==> config.mk <==
export PLATFORM = sky130hd
export DESIGN_NAME = xt_peripherals
export DESIGN_NICKNAME = d
export VERILOG_FILES = /design/src/xt_io_pkg.sv /design/src/ems_page_mapper.sv /design/src/io_port_decoder.sv /design/src/io_read_return.sv /design/src/xt_peripherals.sv
export SDC_FILE = /design/constraint.sdc
export NUM_CORES = 1
export LEC_CHECK = 0
export ABC_CLOCK_PERIOD_IN_PS = 1490
export BUFFER_PORTS_ARGS = -buffer_cell sky130_fd_sc_hd__buf_4
export CAP_MARGIN = 0
export CELL_PAD_IN_SITES_DETAIL_PLACEMENT = 0
export CELL_PAD_IN_SITES_GLOBAL_PLACEMENT = 2
export CORE_ASPECT_RATIO = 0.7
export CORE_MARGIN = 3
export CORE_UTILIZATION = 32
export DETAILED_ROUTE_END_ITERATION = 10
export PLACE_DENSITY = 0.75
export RECOVER_POWER = 25
export REMOVE_ABC_BUFFERS = 1
export SYNTH_ARGS = -nofsm -noshare
export SYNTH_HDL_FRONTEND = slang
export SYNTH_SLANG_ARGS = --single-unit
==> constraint.sdc <==
create_clock -name clock -period 1.49 [get_ports clock]
set_input_delay 0.2235 -clock clock [delete_from_list [all_inputs] [get_ports clock]]
set_output_delay 0.2235 -clock clock [all_outputs]
set_load 0.03 [all_outputs]
==> src/xt_io_pkg.sv <==
/*
 * Shared bus, chip-select and EMS types for the XT I/O glue.
 * Only the low 16 address bits take part in I/O decode.
 * Window code 3 is treated as the D000 window.
 */
package xt_io_pkg;

    // CPU side of the bus, sampled once per clock
    typedef struct packed {
        logic [19:0] address;
        logic [7:0]  write_data;
        logic        io_read_n;
        logic        io_write_n;
        logic        memory_read_n;
        logic        address_enable_n;
    } xt_bus_t;

    // Low-page selects for the external chips stay active low
    typedef struct packed {
        logic dma_n;
        logic dma_page_n;
        logic interrupt_n;
        logic timer_n;
        logic ppi_n;
        logic ems_port;
        logic lpt_data;
    } chip_select_t;

    // Upper-memory base of the EMS frame
    typedef enum logic [1:0] {
        WIN_A000 = 2'd0,
        WIN_C000 = 2'd1,
        WIN_D000 = 2'd2
    } ems_window_t;

    // One page register
    typedef struct packed {
        logic       enable;
        logic [6:0] page;
    } ems_entry_t;

    localparam int EMS_PAGE_COUNT = 4;

    // Width of the 32-port group field in address bits 7..5
    localparam int LOW_IO_GROUP_BITS = 3;

    // Page-write codes
    localparam logic [7:0] EMS_DISABLE_CODE = 8'hFF;
    localparam logic [7:0] EMS_PAGE_LIMIT   = 8'h80;

    // Value of an unwritten data latch
    localparam logic [7:0] IDLE_READ_BYTE = 8'hFF;

endpackage

==> src/ems_page_mapper.sv <==
/*
 * EMS page registers with readback and upper-memory bank hits.
 * A page write lands two rising edges after io_write_n is sampled low.
 * Bytes 80h..FEh leave the addressed page unchanged.
 */
`timescale 1ns/10ps

module ems_page_mapper (
    input  logic                    clock,
    input  logic                    reset,
    input  xt_io_pkg::xt_bus_t      bus_i,
    input  logic                    ems_select_i,
    input  xt_io_pkg::ems_window_t  window_i,
    output logic [7:0]              read_data_o,
    output logic [3:0]              bank_hit_o
);
    import xt_io_pkg::*;

    ems_entry_t pages [EMS_PAGE_COUNT];

    // First stage of the write path
    logic       write_pending;
    logic [1:0] write_index;
    ems_entry_t write_entry;

    ems_entry_t current_entry;
    ems_entry_t next_entry;
    logic [3:0] window_base;
    logic       io_idle;

    // Disable, enable or keep depending on the written byte
    function automatic ems_entry_t encode_page_write(
        input logic [7:0] data,
        input ems_entry_t current
    );
        ems_entry_t result;
        if (data == EMS_DISABLE_CODE) begin
            result.enable = 1'b0;
            result.page   = 7'h7F;
        end else if (data < EMS_PAGE_LIMIT) begin
            result.enable = 1'b1;
            result.page   = data[6:0];
        end else begin
            result = current;
        end
        return result;
    endfunction

    assign current_entry = pages[bus_i.address[1:0]];
    assign next_entry    = encode_page_write(bus_i.write_data, current_entry);

    always_ff @(posedge clock, posedge reset) begin
        if (reset) begin
            write_pending <= 1'b0;
        end else begin
            write_pending <= ems_select_i & ~bus_i.io_write_n;
        end
    end

    always_ff @(posedge clock) begin
        write_index <= bus_i.address[1:0];
        write_entry <= next_entry;
    end

    // Second stage commits the captured entry
    always_ff @(posedge clock, posedge reset) begin
        if (reset) begin
            for (int i = 0; i < EMS_PAGE_COUNT; i++) begin
                pages[i] <= '{enable: 1'b0, page: 7'h00};
            end
        end else if (write_pending) begin
            pages[write_index] <= write_entry;
        end
    end

    // Disabled pages read back as FFh
    assign read_data_o = current_entry.enable ? {1'b0, current_entry.page}
                                              : EMS_DISABLE_CODE;

    always_comb begin
        case (window_i)
            WIN_A000: window_base = 4'hA;
            WIN_C000: window_base = 4'hC;
            default:  window_base = 4'hD;
        endcase
    end

    // Bank hits only while no I/O strobe is active
    assign io_idle = bus_i.io_read_n & bus_i.io_write_n;

    // Each page owns one 16 KB slot of the 64 KB frame
    always_comb begin
        for (int k = 0; k < EMS_PAGE_COUNT; k++) begin
            bank_hit_o[k] = io_idle && pages[k].enable
                            && (bus_i.address[19:14] == {window_base, 2'(k)});
        end
    end

endmodule

==> src/io_port_decoder.sv <==
/*
 * Combinational I/O decode for the low page, EMS and LPT ports.
 * EMS_PORT_BASE must be aligned to 4 ports, LPT_PORT_BASE to 8.
 * Every select here is already qualified by an I/O strobe.
 */
`timescale 1ns/10ps

module io_port_decoder #(
    parameter logic [15:0] EMS_PORT_BASE = 16'h0260,
    parameter logic [15:0] LPT_PORT_BASE = 16'h0378
) (
    input  xt_io_pkg::xt_bus_t       bus_i,
    input  logic                     ems_enabled_i,
    output xt_io_pkg::chip_select_t  cs_o
);
    import xt_io_pkg::*;

    // Group numbers of the 32-port blocks below 100h
    localparam logic [LOW_IO_GROUP_BITS-1:0] GROUP_DMA       = 3'd0;
    localparam logic [LOW_IO_GROUP_BITS-1:0] GROUP_INTERRUPT = 3'd1;
    localparam logic [LOW_IO_GROUP_BITS-1:0] GROUP_TIMER     = 3'd2;
    localparam logic [LOW_IO_GROUP_BITS-1:0] GROUP_PPI       = 3'd3;
    localparam logic [LOW_IO_GROUP_BITS-1:0] GROUP_DMA_PAGE  = 3'd4;

    logic                         io_request;
    logic                         io_cycle;
    logic                         low_page;
    logic [LOW_IO_GROUP_BITS-1:0] group;

    // Either strobe counts, DMA cycles are excluded by AEN
    assign io_request = ~bus_i.io_read_n | ~bus_i.io_write_n;
    assign io_cycle   = io_request & ~bus_i.address_enable_n;

    assign low_page = io_cycle & ~bus_i.address[9] & ~bus_i.address[8];
    assign group    = bus_i.address[7:5];

    always_comb begin
        cs_o.dma_n       = ~(low_page && (group == GROUP_DMA));
        cs_o.interrupt_n = ~(low_page && (group == GROUP_INTERRUPT));
        cs_o.timer_n     = ~(low_page && (group == GROUP_TIMER));
        cs_o.ppi_n       = ~(low_page && (group == GROUP_PPI));
        cs_o.dma_page_n  = ~(low_page && (group == GROUP_DMA_PAGE));

        // Four page registers at the EMS base
        cs_o.ems_port = io_cycle && ems_enabled_i
                        && (bus_i.address[15:2] == EMS_PORT_BASE[15:2]);

        // Eight-port parallel block, only the data port is latched here
        cs_o.lpt_data = io_cycle
                        && (bus_i.address[15:3] == LPT_PORT_BASE[15:3]);
    end

endmodule

==> src/io_read_return.sv <==
/*
 * Parallel-port data latch and the registered CPU read path.
 * Read data appears one rising edge after io_read_n is sampled low.
 * EMS readback wins over the LPT latch when both are selected.
 */
`timescale 1ns/10ps

module io_read_return (
    input  logic                     clock,
    input  logic                     reset,
    input  xt_io_pkg::xt_bus_t       bus_i,
    input  xt_io_pkg::chip_select_t  cs_i,
    input  logic [7:0]               ems_read_data_i,
    output logic [7:0]               data_bus_out_o,
    output logic                     data_from_chipset_o
);
    import xt_io_pkg::*;

    logic [7:0] lpt_byte;
    logic       read_cycle;
    logic [7:0] read_byte;
    logic       read_valid;

    // Printer data port, reads back the last byte written
    always_ff @(posedge clock, posedge reset) begin
        if (reset) begin
            lpt_byte <= IDLE_READ_BYTE;
        end else if (cs_i.lpt_data && !bus_i.io_write_n) begin
            lpt_byte <= bus_i.write_data;
        end
    end

    assign read_cycle = ~bus_i.io_read_n;

    // Fixed priority among the chipset sources
    always_comb begin
        if (read_cycle && cs_i.ems_port) begin
            read_byte  = ems_read_data_i;
            read_valid = 1'b1;
        end else if (read_cycle && cs_i.lpt_data) begin
            read_byte  = lpt_byte;
            read_valid = 1'b1;
        end else begin
            read_byte  = 8'h00;
            read_valid = 1'b0;
        end
    end

    // Nothing from here drives the bus when no source matched
    always_ff @(posedge clock, posedge reset) begin
        if (reset) begin
            data_bus_out_o      <= 8'h00;
            data_from_chipset_o <= 1'b0;
        end else begin
            data_bus_out_o      <= read_byte;
            data_from_chipset_o <= read_valid;
        end
    end

endmodule

==> src/xt_peripherals.sv <==
/*
 * XT I/O glue: port decode, EMS page mapper and CPU read return.
 * The DMA, PIC, PIT and PPI chips are external and use cs_o.
 * EMS base aligned to 4 ports, LPT base aligned to 8 ports.
 */
`timescale 1ns/10ps

module xt_peripherals #(
    parameter logic [15:0] EMS_PORT_BASE = 16'h0260,
    parameter logic [15:0] LPT_PORT_BASE = 16'h0378
) (
    input  logic                     clock,
    input  logic                     reset,
    input  xt_io_pkg::xt_bus_t       bus_i,
    input  logic                     ems_enabled_i,
    input  xt_io_pkg::ems_window_t   ems_window_i,
    output xt_io_pkg::chip_select_t  cs_o,
    output logic [3:0]               ems_bank_o,
    output logic [7:0]               data_bus_out_o,
    output logic                     data_from_chipset_o
);

    // Page readback for the current port address
    logic [7:0] ems_read_data;

    io_port_decoder #(
        .EMS_PORT_BASE (EMS_PORT_BASE),
        .LPT_PORT_BASE (LPT_PORT_BASE)
    ) u_io_port_decoder (
        .bus_i         (bus_i),
        .ems_enabled_i (ems_enabled_i),
        .cs_o          (cs_o)
    );

    ems_page_mapper u_ems_page_mapper (
        .clock        (clock),
        .reset        (reset),
        .bus_i        (bus_i),
        .ems_select_i (cs_o.ems_port),
        .window_i     (ems_window_i),
        .read_data_o  (ems_read_data),
        .bank_hit_o   (ems_bank_o)
    );

    io_read_return u_io_read_return (
        .clock               (clock),
        .reset               (reset),
        .bus_i               (bus_i),
        .cs_i                (cs_o),
        .ems_read_data_i     (ems_read_data),
        .data_bus_out_o      (data_bus_out_o),
        .data_from_chipset_o (data_from_chipset_o)
    );

endmodule
---- Word level (Yosys, flattened, before mapping) ----
Index checks and enable logic that the tools add are counted.
cells by class
  magnitude comparators ................... 4
  equal/unequal tests ..................... 12
  mux-type cells .......................... 13
  bitwise gates (word level) .............. 18
  reduce and logical (&&, ||, !) cells .... 23
operator list
  operator               number
  $mux W8                7
  $bwmux W32             1
  $eq A6 B6 Y1           4
  $logic_and A1 B1 Y1    20
  $bmux W8 S2            1
  $demux W8 S2           1
  $eq A14 B8 Y1 const B  1
  $eq A13 B7 Y1 const B  1
  $not A1 Y1             10
  $eq A8 B8 Y1 const B   1
  $lt A8 B8 Y1 const B   1
  $eq A3 B2 Y1 const B   2
  $ge A3 B3 Y1 const B   2
  $not A2 Y3             2
  $pmux W3 S2            1
  $and A1 B1 Y1          5
  $eq A3 B1 Y1 const B   1
  $eq A3 B3 Y1 const B   1
  $logic_not A3 Y1       1
  $lt A3 B1 Y1 const B   1
  $eq A2 B1 Y1 const B   1
  $logic_not A2 Y1       1
  $mux W1                2
  $logic_not A1 Y1       1
  $or A1 B1 Y1           1
storage, ports and cells
  bits in registers ....................... 60
  output and inout bits ................... 20
  word-level logic and storage cells ...... 85

---- Logic depth before layout (Yosys ltp) ----
  depth in word-level cells ............... 7
  mapped depth ............................ 5
  gate-level depth less buffers ........... 4

---- Hierarchy ----
From an unflattened synthesis, not the netlist that was laid out.
unflattened totals
  cells, all modules ...................... 192
  area, all modules ....................... 2707.6 um^2
modules (own cells, without submodules)
  module           instances  cells each  area an instance (um^2)  sequential area each (um^2)
  ems_page_mapper  1          129         1874.3                   1026.0
  io_read_return   1          47          719.4                    435.4
  io_port_decoder  1          16          113.9                    0.0

---- Least setup slack after synthesis ----
No wires, ideal clock.
  kind .................................... in2reg
  start ................................... input port bus_i[23] in the netlist's numbering
  end ..................................... register u_io_read_return.lpt_byte[0]
  arrival ................................. 1946 ps
  path slack .............................. -538 ps
  stages .................................. 4
  buffers on the path ..................... 0
  cells stage by stage .................... or4b_2 -> or4_4 -> nor3_4 -> mux2_2
on the way
  longest elaborated chain between the ends .. 3
RTL lines
  what                    line                   RTL
  start: declaration      xt_peripherals.sv:14   input xt_io_pkg::xt_bus_t bus_i,
  $eq A13 B7 Y1           io_port_decoder.sv:50  && (bus_i.address[15:3] == LPT_PORT_BASE[15:3]);
  $logic_and A1 B1 Y1     io_port_decoder.sv:50
  $logic_and A1 B1 Y1     io_read_return.sv:28   end else if (cs_i.lpt_data && !bus_i.io_write_n) begin
  end signal: assignment  io_read_return.sv:29   lpt_byte <= bus_i.write_data;
  end: declaration        io_read_return.sv:19   logic [7:0] lpt_byte;
No other way between the ends.
A chain may end at the register's enable or synchronous reset.

---- Worst setup path in the final report ----
  start ................................... input port bus_i[19] in the netlist's numbering
  end ..................................... register u_io_read_return.lpt_byte[5]
The elaborated chain is that of the path after synthesis.

==> key figures <==
Outcome
  • Status: finished with violations
  • Failing checks: setup timing

Detailed routing
  • Pre-antenna DRT Iters: 4
  • DR WL/cell: 17.8 µm
  • Via/cell ratio: 4.97
  • Vias: 1985
  • Residual DRC: 0
  • DR iter-0 viols: 82
  • Post-route ant nets: 0
  • Detailed Route WL: 7.10 mm

STA
  • Setup Total Neg Slack: -3.00 ns
  • Slew Limit Fails: 0
  • Clk_skew: ~0.0067 ns
  • Fin crit period: 1.80 ns
  • F_max: about 0.56 GHz
  • RSZ-0062 raised after global routing: true
  • Crit share post-route: 121%
  • Setup violations, final: 11
  • Slew Limit Headroom: 45.0%
  • Final hold viol count: 0
  • Slew @ Worst Pin: 0.825 ns
  • Final WS setup: -0.311 ns

Cells and area
  • Utilization after layout: 48.2%
  • Layout cells sized above 1: between 50% and 60%
  • Most common cell after layout, fill and taps aside: buf_4
  • Synth-to-Final Area Change: 44.2%
  • Commonest cells after routing, fill and taps aside: 63 x buf_4, 42 x dfrtp_1, 33 x mux2_2
  • Final #Nets: 330
  • Fill count: roughly 770
  • Inserted Diodes: 0

Logic synthesis
  • Mean Syn Cell Area: 13.0 µm²
  • Synth Area in Simple Gates: 14.9%
  • Post-synthesis compound-gate area fraction: under 10%
  • Adder-Cell Fraction of Synth Area: 0%
  • Largest family of logic cells by synthesized area: multiplexers
  • Cell area after synthesis: roughly 2700 µm²
  • YS warnings: 0
  • Gate Count Post-Synth: 205
  • Synth Area in XOR/XNOR: 0%
  • Multiplexer share of the synthesized area: between 20% and 30%
  • Count of different cell masters after synthesis: 38
  • Post-synthesis register bit count: 60
  • Seq/Total Area, Yosys: between 50% and 60%

Min path
  • Worst Hold Launch: bus_i[3]
  • Hold Crit Class: in -> reg

Global route
  • GRT Total Usage: about 17%
  • Largest net degree at the start of global routing: 28
  • Initial antenna violation count: 0
  • Vias in the first global route: approximately 2000
  • Grt ovf: 0
  • First-pass GRT wire length: 11.5 mm

Clock tree
  • H-Tree Depth: 3
  • Clk sinks: 60
  • CTS buffer count: 9
  • CTS tree: yes
  • Root Buffer: clkbuf_16
  • Clk buf depth: 2
  • Reg clk slew, reported paths: ~0.050 ns
  • Clock Latency Late Sink: ~0.33 ns

Floorplan
  • Core area: between 7000 and 8000 µm²
  • Initial core utilization: 33.4%
  • I/O Pins: 57
  • Rows: 27
  • Die X: 115 µm
  • Die area: 9480 µm²
  • Die height: 82.4 µm

Critical path
  • Critical path startpoint category: input port
  • WP data arrival: 2.05 ns
  • Critical Path End Type: flip-flop
  • Worst Setup SP: bus_i[19]
  • CP Data Required Time: roughly 1.7 ns
  • Critical-path maximum fanout: 8
  • Reg2reg start: u_ems_page_mapper.write_pending
  • Kind of critical path: in -> reg

Flow run
  • MaxCap Viol Count: 0

Power
  • Tot Pwr: approximately 4.0 mW
  • Pwr dens: ~1000 nW/µm²
  • Pleak: 1.87 nW
  • VDD IR max: 512 µV

Placed design
  • GP Congestion: 0.714
  • DP HPWL: 5.07 mm
  • # port buffers: 55
[through the flow]
| stage | cell area [µm²] | setup slack, ns | hold WS (ns) | cells |
|---|---|---|---|---|
| 2_1_floorplan | 2640 | -0.538 | 0.251 | 199 |
| 3_3_place_gp | 3380 | -0.660 | 0.231 | 379 |
| 3_5_place_dp | 3380 | -0.674 | 0.244 | 379 |
| 4_1_cts | 3770 | -0.301 | 0.0838 | 398 |
| 5_1_grt | 3840 | -0.340 | 0.0961 | 399 |
| 6_report | 3840 | -0.311 | 0.0968 | 399 |
[layout make-up]
class	count	area, µm²	area share [%]
clock inverter	6	71.3	1.85
sequential	60	1460	38.0
timing repair buffer	83	681	17.7
inverter	2	7.51	0.195
multi-input combinational	137	1260	32.7
tap	101	126	3.29
clock buffer	10	239	6.22
[cell families after synthesis]
| kind of cell | count (synthesis) |
|---|---|
| buffers and inverters | 8 |
| AND/OR/NAND/NOR | 68 |
| flip-flops | 60 |
| AO/OA/AOI/OAI | 12 |
| multiplexers | 57 |
[worst max-delay path: stages]
cell	delay (ns)
buf_6	0.09
or4_4	0.56
or4_4	0.55
nor3_4	0.16
buf_12	0.16
mux2_4	0.30
[routing by layer]
metal,routed length [µm],track usage (%)
met1,3640,24.3
met2,2910,23.6
met3,459,5.61
met4,81,4.22
met5,0,0
[state kept, by name, summed over array words and instances, names as in the netlist]
register / count
u_ems_page_mapper.write_pending: 1
u_io_read_return.lpt_byte: 8
u_io_read_return.data_bus_out_o: 8
u_ems_page_mapper.write_entry: 8
u_io_read_return.data_from_chipset_o: 1
u_ems_page_mapper.pages: 32
u_ems_page_mapper.write_index: 2
[final timing paths]
path	endpoint	slack (ns)	cells past startpoint
min in group asynchronous	u_ems_page_mapper.pages[3]	0.56	3
max in group asynchronous	u_io_read_return.lpt_byte[6]	0.21	4
setup reg to reg	u_ems_page_mapper.pages[27]	0.17	3
hold reg to reg	u_ems_page_mapper.pages[14]	0.50	1
hold / removal	u_io_read_return.data_from_chipset_o	0.1	2
setup / recovery	u_io_read_return.lpt_byte[5]	-0.31	6
[cell usage after synthesis]
master    instances  share of area [%]
nor4_1            1               0.23
and4_2            1               0.38
a21boi_0          1               0.28
nand4b_1          2               0.66
nor2_1           13                1.8
dfxtp_1          10                7.5
or2_2             1               0.23
mux2i_1           9                3.4
nor3b_1           2               0.56
dfrtp_1          42                 39
and4b_2           2               0.84
or3b_1            1               0.33
or4b_2            1               0.38
dfstp_2           8                7.9
or4_1             1               0.28
inv_1             2               0.28
nor3_1            3               0.56
nand4_1           2               0.47
buf_4             1               0.28
mux2_2           41                 17
or3b_2            1               0.33
o21ai_0           8                1.5
clkbuf_1          4               0.56
or4_4             2               0.84
nand2b_1          1               0.23
or4bb_2           1               0.47
a21oi_1           1               0.19
a211oi_1          1               0.28
nor3_4            1               0.61
o21ai_1           1               0.19
nand3_1           4               0.75
or3_1             1               0.23
and3b_1           1               0.33
mux4_2            7                5.9
and3_1            1               0.23
buf_1             1               0.14
nand2_1          21                3.0
nand3b_1          4                1.1
[power breakdown]
part           internal [mW]  total [mW]  switching, mW  leakage [nW]
clock network           1.35        2.13          0.773         0.146
logic                  0.128       0.247          0.119         0.968
registers               1.64        1.66         0.0161         0.753
[what timing repair did]
| item | 4_1_cts | 5_1_grt |
|---|---|---|
| hold endpoints to repair | 9 | 0 |
| hold buffers | 1 | 0 |
| setup endpoints to repair | 21 | 29 |
| resized for setup | 17 | 27 |
| pin swaps | 5 | 7 |
| buffers inserted | 2 | 1 |
| gates cloned | 0 | 0 |
Note: power is estimated with default switching activity, not from simulation.
